$ cat src/common/ita_ctrl_pkg.sv
/*
 * sizes, layer/step encodings and the shared structs
 * of the tiling controller
 */

`default_nettype none

package ita_ctrl_pkg;

  localparam int N          = 4;   // lanes per beat
  localparam int M          = 8;   // tile edge
  localparam int BEATS      = M * M / N;
  localparam int FIFO_DEPTH = 2;   // output buffer, in tiles
  localparam int CW         = 8;
  localparam int DW         = 10;
  localparam int BW         = 24;

  localparam int MB    = $clog2(M);
  localparam int NB    = $clog2(N);
  localparam int OCC_W = $clog2(FIFO_DEPTH + 1);
  localparam int POS_W = CW + MB + 1;  // row/col position in elements

  typedef enum logic [1:0] {
    Linear,
    Feedforward
  } layer_e;

  typedef enum logic [1:0] {
    Idle,
    MatMul,
    F1,
    F2
  } step_e;

  typedef logic [CW-1:0] counter_t;
  typedef logic [DW-1:0] dim_t;

  typedef struct packed {
    logic     start;
    layer_e   layer;
    counter_t tile_s;  // row tiles
    counter_t tile_e;
    counter_t tile_f;
    counter_t tile_p;
    dim_t     seq_length;
    dim_t     embed_size;
    dim_t     ff_size;
    dim_t     proj_space;
  } ctrl_t;

  typedef logic [N-1:0][BW-1:0] bias_t;
  typedef logic [N-1:0]         lane_mask_t;

  // one issued beat
  typedef struct packed {
    counter_t beat;
    counter_t inner;
    counter_t tile_x;
    counter_t tile_y;
    step_e    step;
    logic     last_inner;
  } tile_pos_t;

endpackage

`default_nettype wire

$ cat src/hw/ita_bias_pad.sv
/*
 * edge padding of bias and requant-add lanes in F1/F2
 */

`timescale 1ns/1ns
`default_nettype none

module ita_bias_pad (
  input  logic                     clk_i,
  input  logic                     rst_ni,
  input  ita_ctrl_pkg::ctrl_t      ctrl_i,
  input  logic                     calc_en_i,
  input  ita_ctrl_pkg::tile_pos_t  pos_i,
  input  ita_ctrl_pkg::bias_t      bias_i,
  input  logic                     requant_add_i,
  output ita_ctrl_pkg::bias_t      bias_pad_o,
  output ita_ctrl_pkg::lane_mask_t requant_add_o,
  output logic                     pad_valid_o
);

  import ita_ctrl_pkg::*;

  logic [POS_W-1:0] row;
  logic [POS_W-1:0] col_base;
  dim_t             cols;
  lane_mask_t       keep;
  bias_t            bias_d, bias_q;
  lane_mask_t       mask_d, mask_q;
  logic             valid_q;

  always_comb begin
    case (pos_i.step)
      F1:      cols = ctrl_i.ff_size;
      F2:      cols = ctrl_i.embed_size;
      default: cols = ctrl_i.proj_space;
    endcase
  end

  // beat walks M rows, then steps N columns to the right
  assign row      = POS_W'(pos_i.beat[MB-1:0]) + (POS_W'(pos_i.tile_y) << MB);
  assign col_base = (POS_W'(pos_i.beat >> MB) << NB) + (POS_W'(pos_i.tile_x) << MB);

  always_comb begin
    keep = '1;
    if ((pos_i.step == F1) || (pos_i.step == F2)) begin
      for (int i = 0; i < N; i++) begin
        keep[i] = (row < POS_W'(ctrl_i.seq_length)) &&
                  ((col_base + POS_W'(i)) < POS_W'(cols));
      end
    end
  end

  always_comb begin
    for (int i = 0; i < N; i++) begin
      bias_d[i] = keep[i] ? bias_i[i] : '0;
      mask_d[i] = keep[i] & requant_add_i;  // broadcast bit
    end
  end

  always_ff @(posedge clk_i) begin
    if (calc_en_i) begin
      bias_q <= bias_d;
      mask_q <= mask_d;
    end
  end

  always_ff @(posedge clk_i or negedge rst_ni) begin
    if (!rst_ni) begin
      valid_q <= 1'b0;
    end else begin
      valid_q <= calc_en_i;
    end
  end

  assign bias_pad_o    = bias_q;
  assign requant_add_o = mask_q;
  assign pad_valid_o   = valid_q;

endmodule

`default_nettype wire

$ cat src/hw/ita_ctrl_top.sv
/*
 * tiling controller top: issue gate, step sequencer, bias padding
 */

`timescale 1ns/1ns
`default_nettype none

module ita_ctrl_top (
  input  logic                     clk_i,
  input  logic                     rst_ni,
  input  ita_ctrl_pkg::ctrl_t      ctrl_i,
  input  logic                     inp_valid_i,
  output logic                     inp_ready_o,
  input  logic                     weight_valid_i,
  output logic                     weight_ready_o,
  input  logic                     bias_valid_i,
  output logic                     bias_ready_o,
  input  logic                     oup_valid_i,
  input  logic                     oup_ready_i,
  input  ita_ctrl_pkg::bias_t      bias_i,
  input  logic                     requant_add_i,
  output logic                     calc_en_o,
  output ita_ctrl_pkg::step_e      step_o,
  output logic                     busy_o,
  output ita_ctrl_pkg::tile_pos_t  pos_o,
  output logic                     first_inner_tile_o,
  output ita_ctrl_pkg::bias_t      bias_pad_o,
  output ita_ctrl_pkg::lane_mask_t requant_add_o,
  output logic                     pad_valid_o
);

  import ita_ctrl_pkg::*;

  step_e     step;
  tile_pos_t pos;
  logic      calc_en;

  ita_issue_gate ita_issue_gate_inst (
    .clk_i          (clk_i),
    .rst_ni         (rst_ni),
    .inp_valid_i    (inp_valid_i),
    .weight_valid_i (weight_valid_i),
    .bias_valid_i   (bias_valid_i),
    .oup_valid_i    (oup_valid_i),
    .oup_ready_i    (oup_ready_i),
    .step_i         (step),
    .pos_i          (pos),
    .inp_ready_o    (inp_ready_o),
    .weight_ready_o (weight_ready_o),
    .bias_ready_o   (bias_ready_o),
    .calc_en_o      (calc_en)
  );

  ita_step_sequencer ita_step_sequencer_inst (
    .clk_i              (clk_i),
    .rst_ni             (rst_ni),
    .ctrl_i             (ctrl_i),
    .calc_en_i          (calc_en),
    .step_o             (step),
    .busy_o             (busy_o),
    .pos_o              (pos),
    .first_inner_tile_o (first_inner_tile_o)
  );

  ita_bias_pad ita_bias_pad_inst (
    .clk_i         (clk_i),
    .rst_ni        (rst_ni),
    .ctrl_i        (ctrl_i),
    .calc_en_i     (calc_en),
    .pos_i         (pos),
    .bias_i        (bias_i),
    .requant_add_i (requant_add_i),
    .bias_pad_o    (bias_pad_o),
    .requant_add_o (requant_add_o),
    .pad_valid_o   (pad_valid_o)
  );

  assign calc_en_o = calc_en;
  assign step_o    = step;
  assign pos_o     = pos;

endmodule

`default_nettype wire

$ cat src/hw/ita_issue_gate.sv
/*
 * issue gate: cross-coupled readies, calc enable
 * and output buffer occupancy
 */

`timescale 1ns/1ns
`default_nettype none

module ita_issue_gate (
  input  logic                  clk_i,
  input  logic                  rst_ni,
  input  logic                  inp_valid_i,
  input  logic                  weight_valid_i,
  input  logic                  bias_valid_i,
  input  logic                  oup_valid_i,
  input  logic                  oup_ready_i,
  input  ita_ctrl_pkg::step_e     step_i,
  input  ita_ctrl_pkg::tile_pos_t pos_i,
  output logic                  inp_ready_o,
  output logic                  weight_ready_o,
  output logic                  bias_ready_o,
  output logic                  calc_en_o
);

  import ita_ctrl_pkg::*;

  logic [OCC_W-1:0] occ_q;
  logic             open_issue;
  logic             tile_done;
  logic             tile_taken;

  assign open_issue = (step_i != Idle) && (occ_q < OCC_W'(FIFO_DEPTH));

  always_comb begin
    inp_ready_o    = 1'b0;
    weight_ready_o = 1'b0;
    bias_ready_o   = 1'b0;
    if (open_issue) begin
      inp_ready_o    = weight_valid_i;
      weight_ready_o = inp_valid_i;
      bias_ready_o   = weight_valid_i;
    end
  end

  assign calc_en_o = open_issue && inp_valid_i && weight_valid_i && bias_valid_i;

  // last beat of the last inner tile completes an output tile
  assign tile_done  = calc_en_o && pos_i.last_inner && (pos_i.beat == counter_t'(BEATS - 1));
  assign tile_taken = oup_valid_i && oup_ready_i;

  always_ff @(posedge clk_i or negedge rst_ni) begin
    if (!rst_ni) begin
      occ_q <= '0;
    end else if (tile_done && !tile_taken) begin
      occ_q <= occ_q + 1'b1;
    end else if (tile_taken && !tile_done && (occ_q != '0)) begin
      occ_q <= occ_q - 1'b1;
    end
  end

endmodule

`default_nettype wire

$ cat src/hw/sequencer/ita_step_sequencer.sv
/*
 * step FSM with beat, inner tile and tile_x/tile_y counters
 */

`timescale 1ns/1ns
`default_nettype none

module ita_step_sequencer (
  input  logic                    clk_i,
  input  logic                    rst_ni,
  input  ita_ctrl_pkg::ctrl_t     ctrl_i,
  input  logic                    calc_en_i,
  output ita_ctrl_pkg::step_e     step_o,
  output logic                    busy_o,
  output ita_ctrl_pkg::tile_pos_t pos_o,
  output logic                    first_inner_tile_o
);

  import ita_ctrl_pkg::*;

  step_e    step_d, step_q;
  logic     busy_d, busy_q;
  counter_t beat_d, beat_q;
  counter_t inner_d, inner_q;
  counter_t tile_x_d, tile_x_q;
  counter_t tile_y_d, tile_y_q;
  counter_t inner_dim;
  counter_t x_lim;
  logic     last_inner;

  // inner and x extents per step
  always_comb begin
    case (step_q)
      MatMul: begin
        inner_dim = ctrl_i.tile_e;
        x_lim     = ctrl_i.tile_p;
      end
      F1: begin
        inner_dim = ctrl_i.tile_e;
        x_lim     = ctrl_i.tile_f;
      end
      F2: begin
        inner_dim = ctrl_i.tile_f;
        x_lim     = ctrl_i.tile_e;
      end
      default: begin
        inner_dim = '0;
        x_lim     = '0;
      end
    endcase
  end

  assign last_inner = (step_q != Idle) && (inner_q == counter_t'(inner_dim - 1'b1));

  always_comb begin
    step_d   = step_q;
    beat_d   = beat_q;
    inner_d  = inner_q;
    tile_x_d = tile_x_q;
    tile_y_d = tile_y_q;

    if (step_q == Idle) begin
      beat_d   = '0;
      inner_d  = '0;
      tile_x_d = '0;
      tile_y_d = '0;
      if (ctrl_i.start) begin
        step_d = (ctrl_i.layer == Feedforward) ? F1 : MatMul;
      end
    end else if (calc_en_i) begin
      beat_d = beat_q + 1'b1;
      if (beat_q == counter_t'(BEATS - 1)) begin  // end of tile
        beat_d  = '0;
        inner_d = inner_q + 1'b1;
        if (inner_d == inner_dim) begin
          inner_d  = '0;
          tile_x_d = tile_x_q + 1'b1;
          if (tile_x_d == x_lim) begin
            tile_x_d = '0;
            tile_y_d = tile_y_q + 1'b1;
            if (tile_y_d == ctrl_i.tile_s) begin  // step done
              tile_y_d = '0;
              step_d   = (step_q == F1) ? F2 : Idle;
            end
          end
        end
      end
    end

    busy_d = (step_d != Idle);
  end

  always_ff @(posedge clk_i or negedge rst_ni) begin
    if (!rst_ni) begin
      step_q   <= Idle;
      busy_q   <= 1'b0;
      beat_q   <= '0;
      inner_q  <= '0;
      tile_x_q <= '0;
      tile_y_q <= '0;
    end else begin
      step_q   <= step_d;
      busy_q   <= busy_d;
      beat_q   <= beat_d;
      inner_q  <= inner_d;
      tile_x_q <= tile_x_d;
      tile_y_q <= tile_y_d;
    end
  end

  assign step_o             = step_q;
  assign busy_o             = busy_q;
  assign first_inner_tile_o = (inner_q == '0);

  always_comb begin
    pos_o.beat       = beat_q;
    pos_o.inner      = inner_q;
    pos_o.tile_x     = tile_x_q;
    pos_o.tile_y     = tile_y_q;
    pos_o.step       = step_q;
    pos_o.last_inner = last_inner;
  end

endmodule

`default_nettype wire

$ cat config.mk
export PLATFORM = sky130hd
export DESIGN_NAME = ita_ctrl_top
export DESIGN_NICKNAME = d
export VERILOG_FILES = /design/src/common/ita_ctrl_pkg.sv /design/src/hw/ita_bias_pad.sv /design/src/hw/ita_ctrl_top.sv /design/src/hw/ita_issue_gate.sv /design/src/hw/sequencer/ita_step_sequencer.sv
export SDC_FILE = /design/constraint.sdc
export NUM_CORES = 1
export LEC_CHECK = 0
export ABC_AREA = 1
export BUFFER_PORTS_ARGS = -buffer_cell sky130_fd_sc_hd__buf_2
export CAP_MARGIN = 0
export CORE_AREA = 2 2 118 205
export CTS_BUF_LIST = sky130_fd_sc_hd__clkbuf_4 sky130_fd_sc_hd__clkbuf_8 sky130_fd_sc_hd__clkbuf_16
export CTS_CLUSTER_DIAMETER = 200
export DETAILED_ROUTE_END_ITERATION = 16
export DIE_AREA = 0 0 120 207
export PLACE_DENSITY = 0.6
export SYNTH_ARGS = -nofsm -noshare
export SYNTH_HDL_FRONTEND = slang
export SYNTH_SLANG_ARGS = --single-unit
$ cat constraint.sdc
create_clock -name clk_i -period 10.2 [get_ports clk_i]
set_input_delay 2.04 -clock clk_i [delete_from_list [all_inputs] [get_ports clk_i]]
set_output_delay 2.04 -clock clk_i [all_outputs]
set_load 0.05 [all_outputs]
# After elaboration in Yosys (flattened, before gate mapping)
# Index checks and enable logic that the tools add are counted.
# Widths: inputs -> output; s select.
# word_totals
regBits	138
word_cells	111
latchBits	0
mem_bits_ro	0
ram_bits	0
memories	0
output_inout_bits	144
# classes
n_reduce_logical	32
mul	0
n_div	0
n_addsub	12
n_eq_ne	9
shift	0
n_lt_le_gt_ge	6
bitwise	4
mux	35
# ops
operator	count
$mux 8	18
$lt 12x10->1	5
$add 8x1->8 const B	4
$eq 8x8->1	4
$add 12x2->12 const B	2
$pmux 8 s3	1
$mux 2	11
$pmux 10 s2	1
$pmux 8 s2	1
$reduce_bool 2->1	8
$logic_and 1x1->1	15
$add 12x1->12 const B	1
$add 3x11->12	1
$add 7x11->12	1
$eq 8x4->1 const B	1
$logic_not 8->1	1
$sub 8x1->8 const B	1
$and 1x1->1	4
$eq 2x1->1 const B	2
$eq 2x2->1 const B	2
$mux 4	1
$reduce_and 4->1	1
$reduce_and 3->1	1
$add 2x1->2 const B	1
other kinds (8)	10

# Depth between registers and ports, before layout
# logic_depth
word_depth	13
mapped_depth	18
mapped_depth_nobuf	17

# Hierarchy
# Synthesis repeated with hierarchy kept, for this count alone.
# hier_totals
cells_unflattened	951
hier_area_um2	8156.6
# modules_own_cells
module	area_each_um2	seq_area_each_um2	cells_each	n_inst
ita_bias_pad	4828.4	3027.9	417	1
ita_step_sequencer	3070.4	875.8	497	1
ita_issue_gate	257.7	50.0	37	1

# Worst setup path after synthesis
# Ideal clock, no wire load.
# synth_path
kind	input -> output
startpoint	in weight_valid_i
endpoint	out calc_en_o
arrival_ns	5.424
path_stages	4
required_time_ns	8.160
path_buffers	0
setup_slack_ns	2.736
path_cell_list	inv_1 -> nor2_1 -> nand3_2 -> inv_1
# synth_between
elab_chain_cells	2
# synth_rtl
item	line	text
start: declaration	ita_ctrl_top.sv:14	input logic weight_valid_i,
$logic_and 1x1->1 (2 in a row)	ita_issue_gate.sv:45	assign calc_en_o = open_issue && inp_valid_i && weight_valid_i && bias_valid_i;
end: declaration	ita_ctrl_top.sv:22	output logic calc_en_o,
# Every way passes these cells.

==> impl_metrics.toml <==
[sta]
final-setup-viol-count = 0
final_hold_viol_count = 0
fin_crit_sh_pct = 59.2
drv_slew = 0
period_needed_ps = 6040
max_clock_freq_ghz = 0.166
rsz0062_at_grt = "no"
slew_headroom_pct = 43.3
skew_ps = 12.0
worst_pin_slew_ps = 848
setup_tns_ps = 0

[logic_synthesis]
ys_ff_latch = 138
ys_types = 42
async_flop_share_pct = 27.5
synth-edff-count = 100
seq_area_frac_synth_pct = 49.6
synth-warning-count = 0
synth_most_common_cell = "nand2_1"
synth.top_cells.by_count = "nand2_1 (222), edfxtp_1 (100), inv_1 (88)"
avgSynthCellArea_sq_um = 9.19
syn_nets = 1080
yosysTopAreaCell = "edfxtp_1"
synthFlopType = "edfxtp_1"
netlist.area_leader.share_pct = 37.6
synth_area_sq_mm = 0.00798
synth.area.top_cells = "edfxtp_1 (38%), dfrtp_1 (12%), nand2_1 (10%)"
syn_inst = 868

[power]
vdd_drop_max_mv = 0.239
leakage_nw = 5.03
p_per_area_mw_per_mm2 = 297
p_total_w = 0.00310

[drt]
antenna_left = 0
drt_first_pass_iters = 4
vias = 7330
routed_via_density = 4.89
drt_iter0_drc = 380
routedWlPerCell_um = 16.9
drc = 0
wl_um = 25400

[global_routing]
antenna_found_initial = 9
overflow = 0
grtUsageMet3_pct = 5.70
grt_max_degree = 79
grt_pass1_wl_um = 38500
gr-usage-met1_pct = 20.9
busiest_layer = "met2"
grt_usage_pct = 20.5
met2_usage_pct = 38.1
grt_pass1_vias = 7041

[cells_and_area]
fillCellCount = 2319
drive_gt1_share_pct = 32.7
final_nets = 1392
area_growth_pct = 30.8

[critical_path]
slowest_delay_ps = 440
r2r_start = "ita_step_sequencer_inst.step_o[0]"
r2r_end = "ita_bias_pad_inst.bias_pad_o[0]"
critPathLaunchType = "input port"
crit_slowest_cell = "nor4_1"
reg2reg_depth = 12
critPathLaunch = "ctrl_i[57]"
path_cells = "buf_2, nand2_1, nand2_1, nand2_1, ha_1, xor2_1, nand3_1, a21oi_1, nand2_1, nor4_1, buf_2"
rrSetupSlack_ps = 6110
end_kind = "output port"
path_depth = 11
crit_family = "simple AND/OR/NAND/NOR gates"
arrival_ps = 4000
crit_path_end = "pos_o[0]"
cp_max_fo = 3
cp_data_required_time_ps = 8160
crit_type = "input port to output port"
path_buf_inv = 2
crit_path_frequent_cell = "nand2_1"

[die]
die_y_um = 207
ios = 323
die_area_sq_mm = 0.0248
core_sq_mm = 0.0232
initial_core_util_pct = 34.3
die_w_um = 120
rows = 74

[placed_design]
numPortBuffers = 322
post-dp-hpwl_um = 19700
globalplace.congestion = 0.874

[clocking]
cts_resized = 0
clk_path_buf_depth = 2
path_clk_slew_ps = 70
cts-hold-fix-buffers = 0
cts-root-buf = "clkbuf_16"
htree_levels = 4
clk-insertion-delay-late_ps = 440
cts_tree = "yes"
clock_sinks = 138
postCtsSetupBuffers = 0
cts-buffers-inserted = 17

[run]
drv_cap = 0

[run_status]
status = "complete, no violations"

[worst_hold_path]
hp-class = "register to register"
holdPathStages = 2
[report_power, final]
part	internal [W]	switching (W)	total [W]
Clock	0.000388	0.000255	0.000642
Sequential	0.000748	0.0000994	0.000848
Combinational	0.000468	0.00115	0.00161
[kinds of logic (layout without fill, tap and decap cells)]
kind of cell    count (synthesis)  in the layout  synth area share [%]
compound gates                182            182                  16.0
xor+xnor                       21             21                  2.31
fa+ha+maj                      33             33                  5.27
buf+inv                       127            452                  6.79
flops                         138            138                  49.6
other cells                     0              3                     0
simple gates                  367            367                  20.1
[how the worst min path moves through the flow]
stage | startpoint | end | slack, ps
after floorplan | ita_issue_gate_inst.occ_q[1] | ita_issue_gate_inst.occ_q[1] | 460
after global placement | ita_issue_gate_inst.occ_q[1] | ita_issue_gate_inst.occ_q[1] | 490
after detailed placement | ita_issue_gate_inst.occ_q[1] | ita_issue_gate_inst.occ_q[1] | 500
after CTS | ita_issue_gate_inst.occ_q[1] | ita_issue_gate_inst.occ_q[1] | 510
after global routing | ita_issue_gate_inst.occ_q[1] | ita_issue_gate_inst.occ_q[1] | 540
final | ita_issue_gate_inst.occ_q[1] | ita_issue_gate_inst.occ_q[1] | 510
[routing by layer]
layer | wire length [um] | up-vias | share of wire [%]
li1 | - | 3596 | -
met1 | 9140 | 3405 | 36
met2 | 13600 | 260 | 54
met3 | 1780 | 55 | 7.0
met4 | 770 | 14 | 3.0
met5 | 98 | - | 0.39
[state kept, by name (all words and copies together) (netlist names)]
register                          count
ita_step_sequencer_inst.inner_q       8
ita_issue_gate_inst.occ_q             2
ita_step_sequencer_inst.busy_o        1
ita_step_sequencer_inst.tile_y_q      8
ita_step_sequencer_inst.beat_q        8
ita_step_sequencer_inst.tile_x_q      8
ita_step_sequencer_inst.step_o        2
ita_bias_pad_inst.requant_add_o       4
ita_bias_pad_inst.bias_pad_o         96
ita_bias_pad_inst.pad_valid_o         1
[layout by cell type, fill, tap and decap left out, types with 2 or more instances in the layout]
| master | n |
|---|---|
| inv_2 | 4 |
| inv_6 | 2 |
| nor2_1 | 43 |
| buf_2 | 322 |
| clkinv_1 | 2 |
| clkbuf_16 | 17 |
| buf_4 | 5 |
| nand3_1 | 70 |
| ha_1 | 32 |
| nor3_1 | 5 |
| clkinvlp_4 | 2 |
| a21oi_1 | 31 |
| a211oi_1 | 3 |
| diode_2 | 3 |
| a21boi_0 | 47 |
| nand2_1 | 221 |
| a22o_1 | 9 |
| a21boi_1 | 41 |
| dfrtp_1 | 38 |
| edfxtp_1 | 100 |
| a21boi_2 | 9 |
| o22ai_1 | 17 |
| clkinv_2 | 2 |
| o21ai_0 | 17 |
| inv_1 | 87 |
| bufinv_16 | 3 |
| nand2_2 | 4 |
| xor2_1 | 14 |
| nand4_2 | 4 |
| nand2_4 | 2 |
| nand4_1 | 6 |
| xnor2_1 | 7 |
| nand3b_1 | 7 |
| a21oi_2 | 3 |
| clkinv_4 | 4 |
[tightest hold or removal path, cell delays in order (launching register included)]
cell and delay [ps]:
dfrtp_1 370, nand2_1 60, nand2_1 50
[layout make-up]
cell class | instances | area, sq um | share of cell area, %
multi-input combinational | 603 | 3490 | 33.4
timing repair buffer | 327 | 1650 | 15.8
tap | 304 | 380 | 3.64
antenna | 3 | 7.51 | 0.0719
clock buffer | 18 | 433 | 4.15
clock inverter | 14 | 171 | 1.64
sequential | 138 | 3950 | 37.9
inverter | 93 | 352 | 3.37
[per-stage QoR]
stage | cell area [sq um] | hold slack, ps | util [%] | cells | worst slack (ps)
6_report | 10400 | 512 | 44.9 | 1500 | 4160
3_3_place_gp | 9820 | 494 | 42.3 | 1465 | 4200
3_5_place_dp | 9820 | 498 | 42.3 | 1465 | 4220
5_1_grt | 10400 | 542 | 44.9 | 1497 | 4010
2_1_floorplan | 7980 | 464 | - | 868 | 2740
4_1_cts | 10400 | 513 | 44.9 | 1497 | 4220
Power figures use the tool's default switching activity.
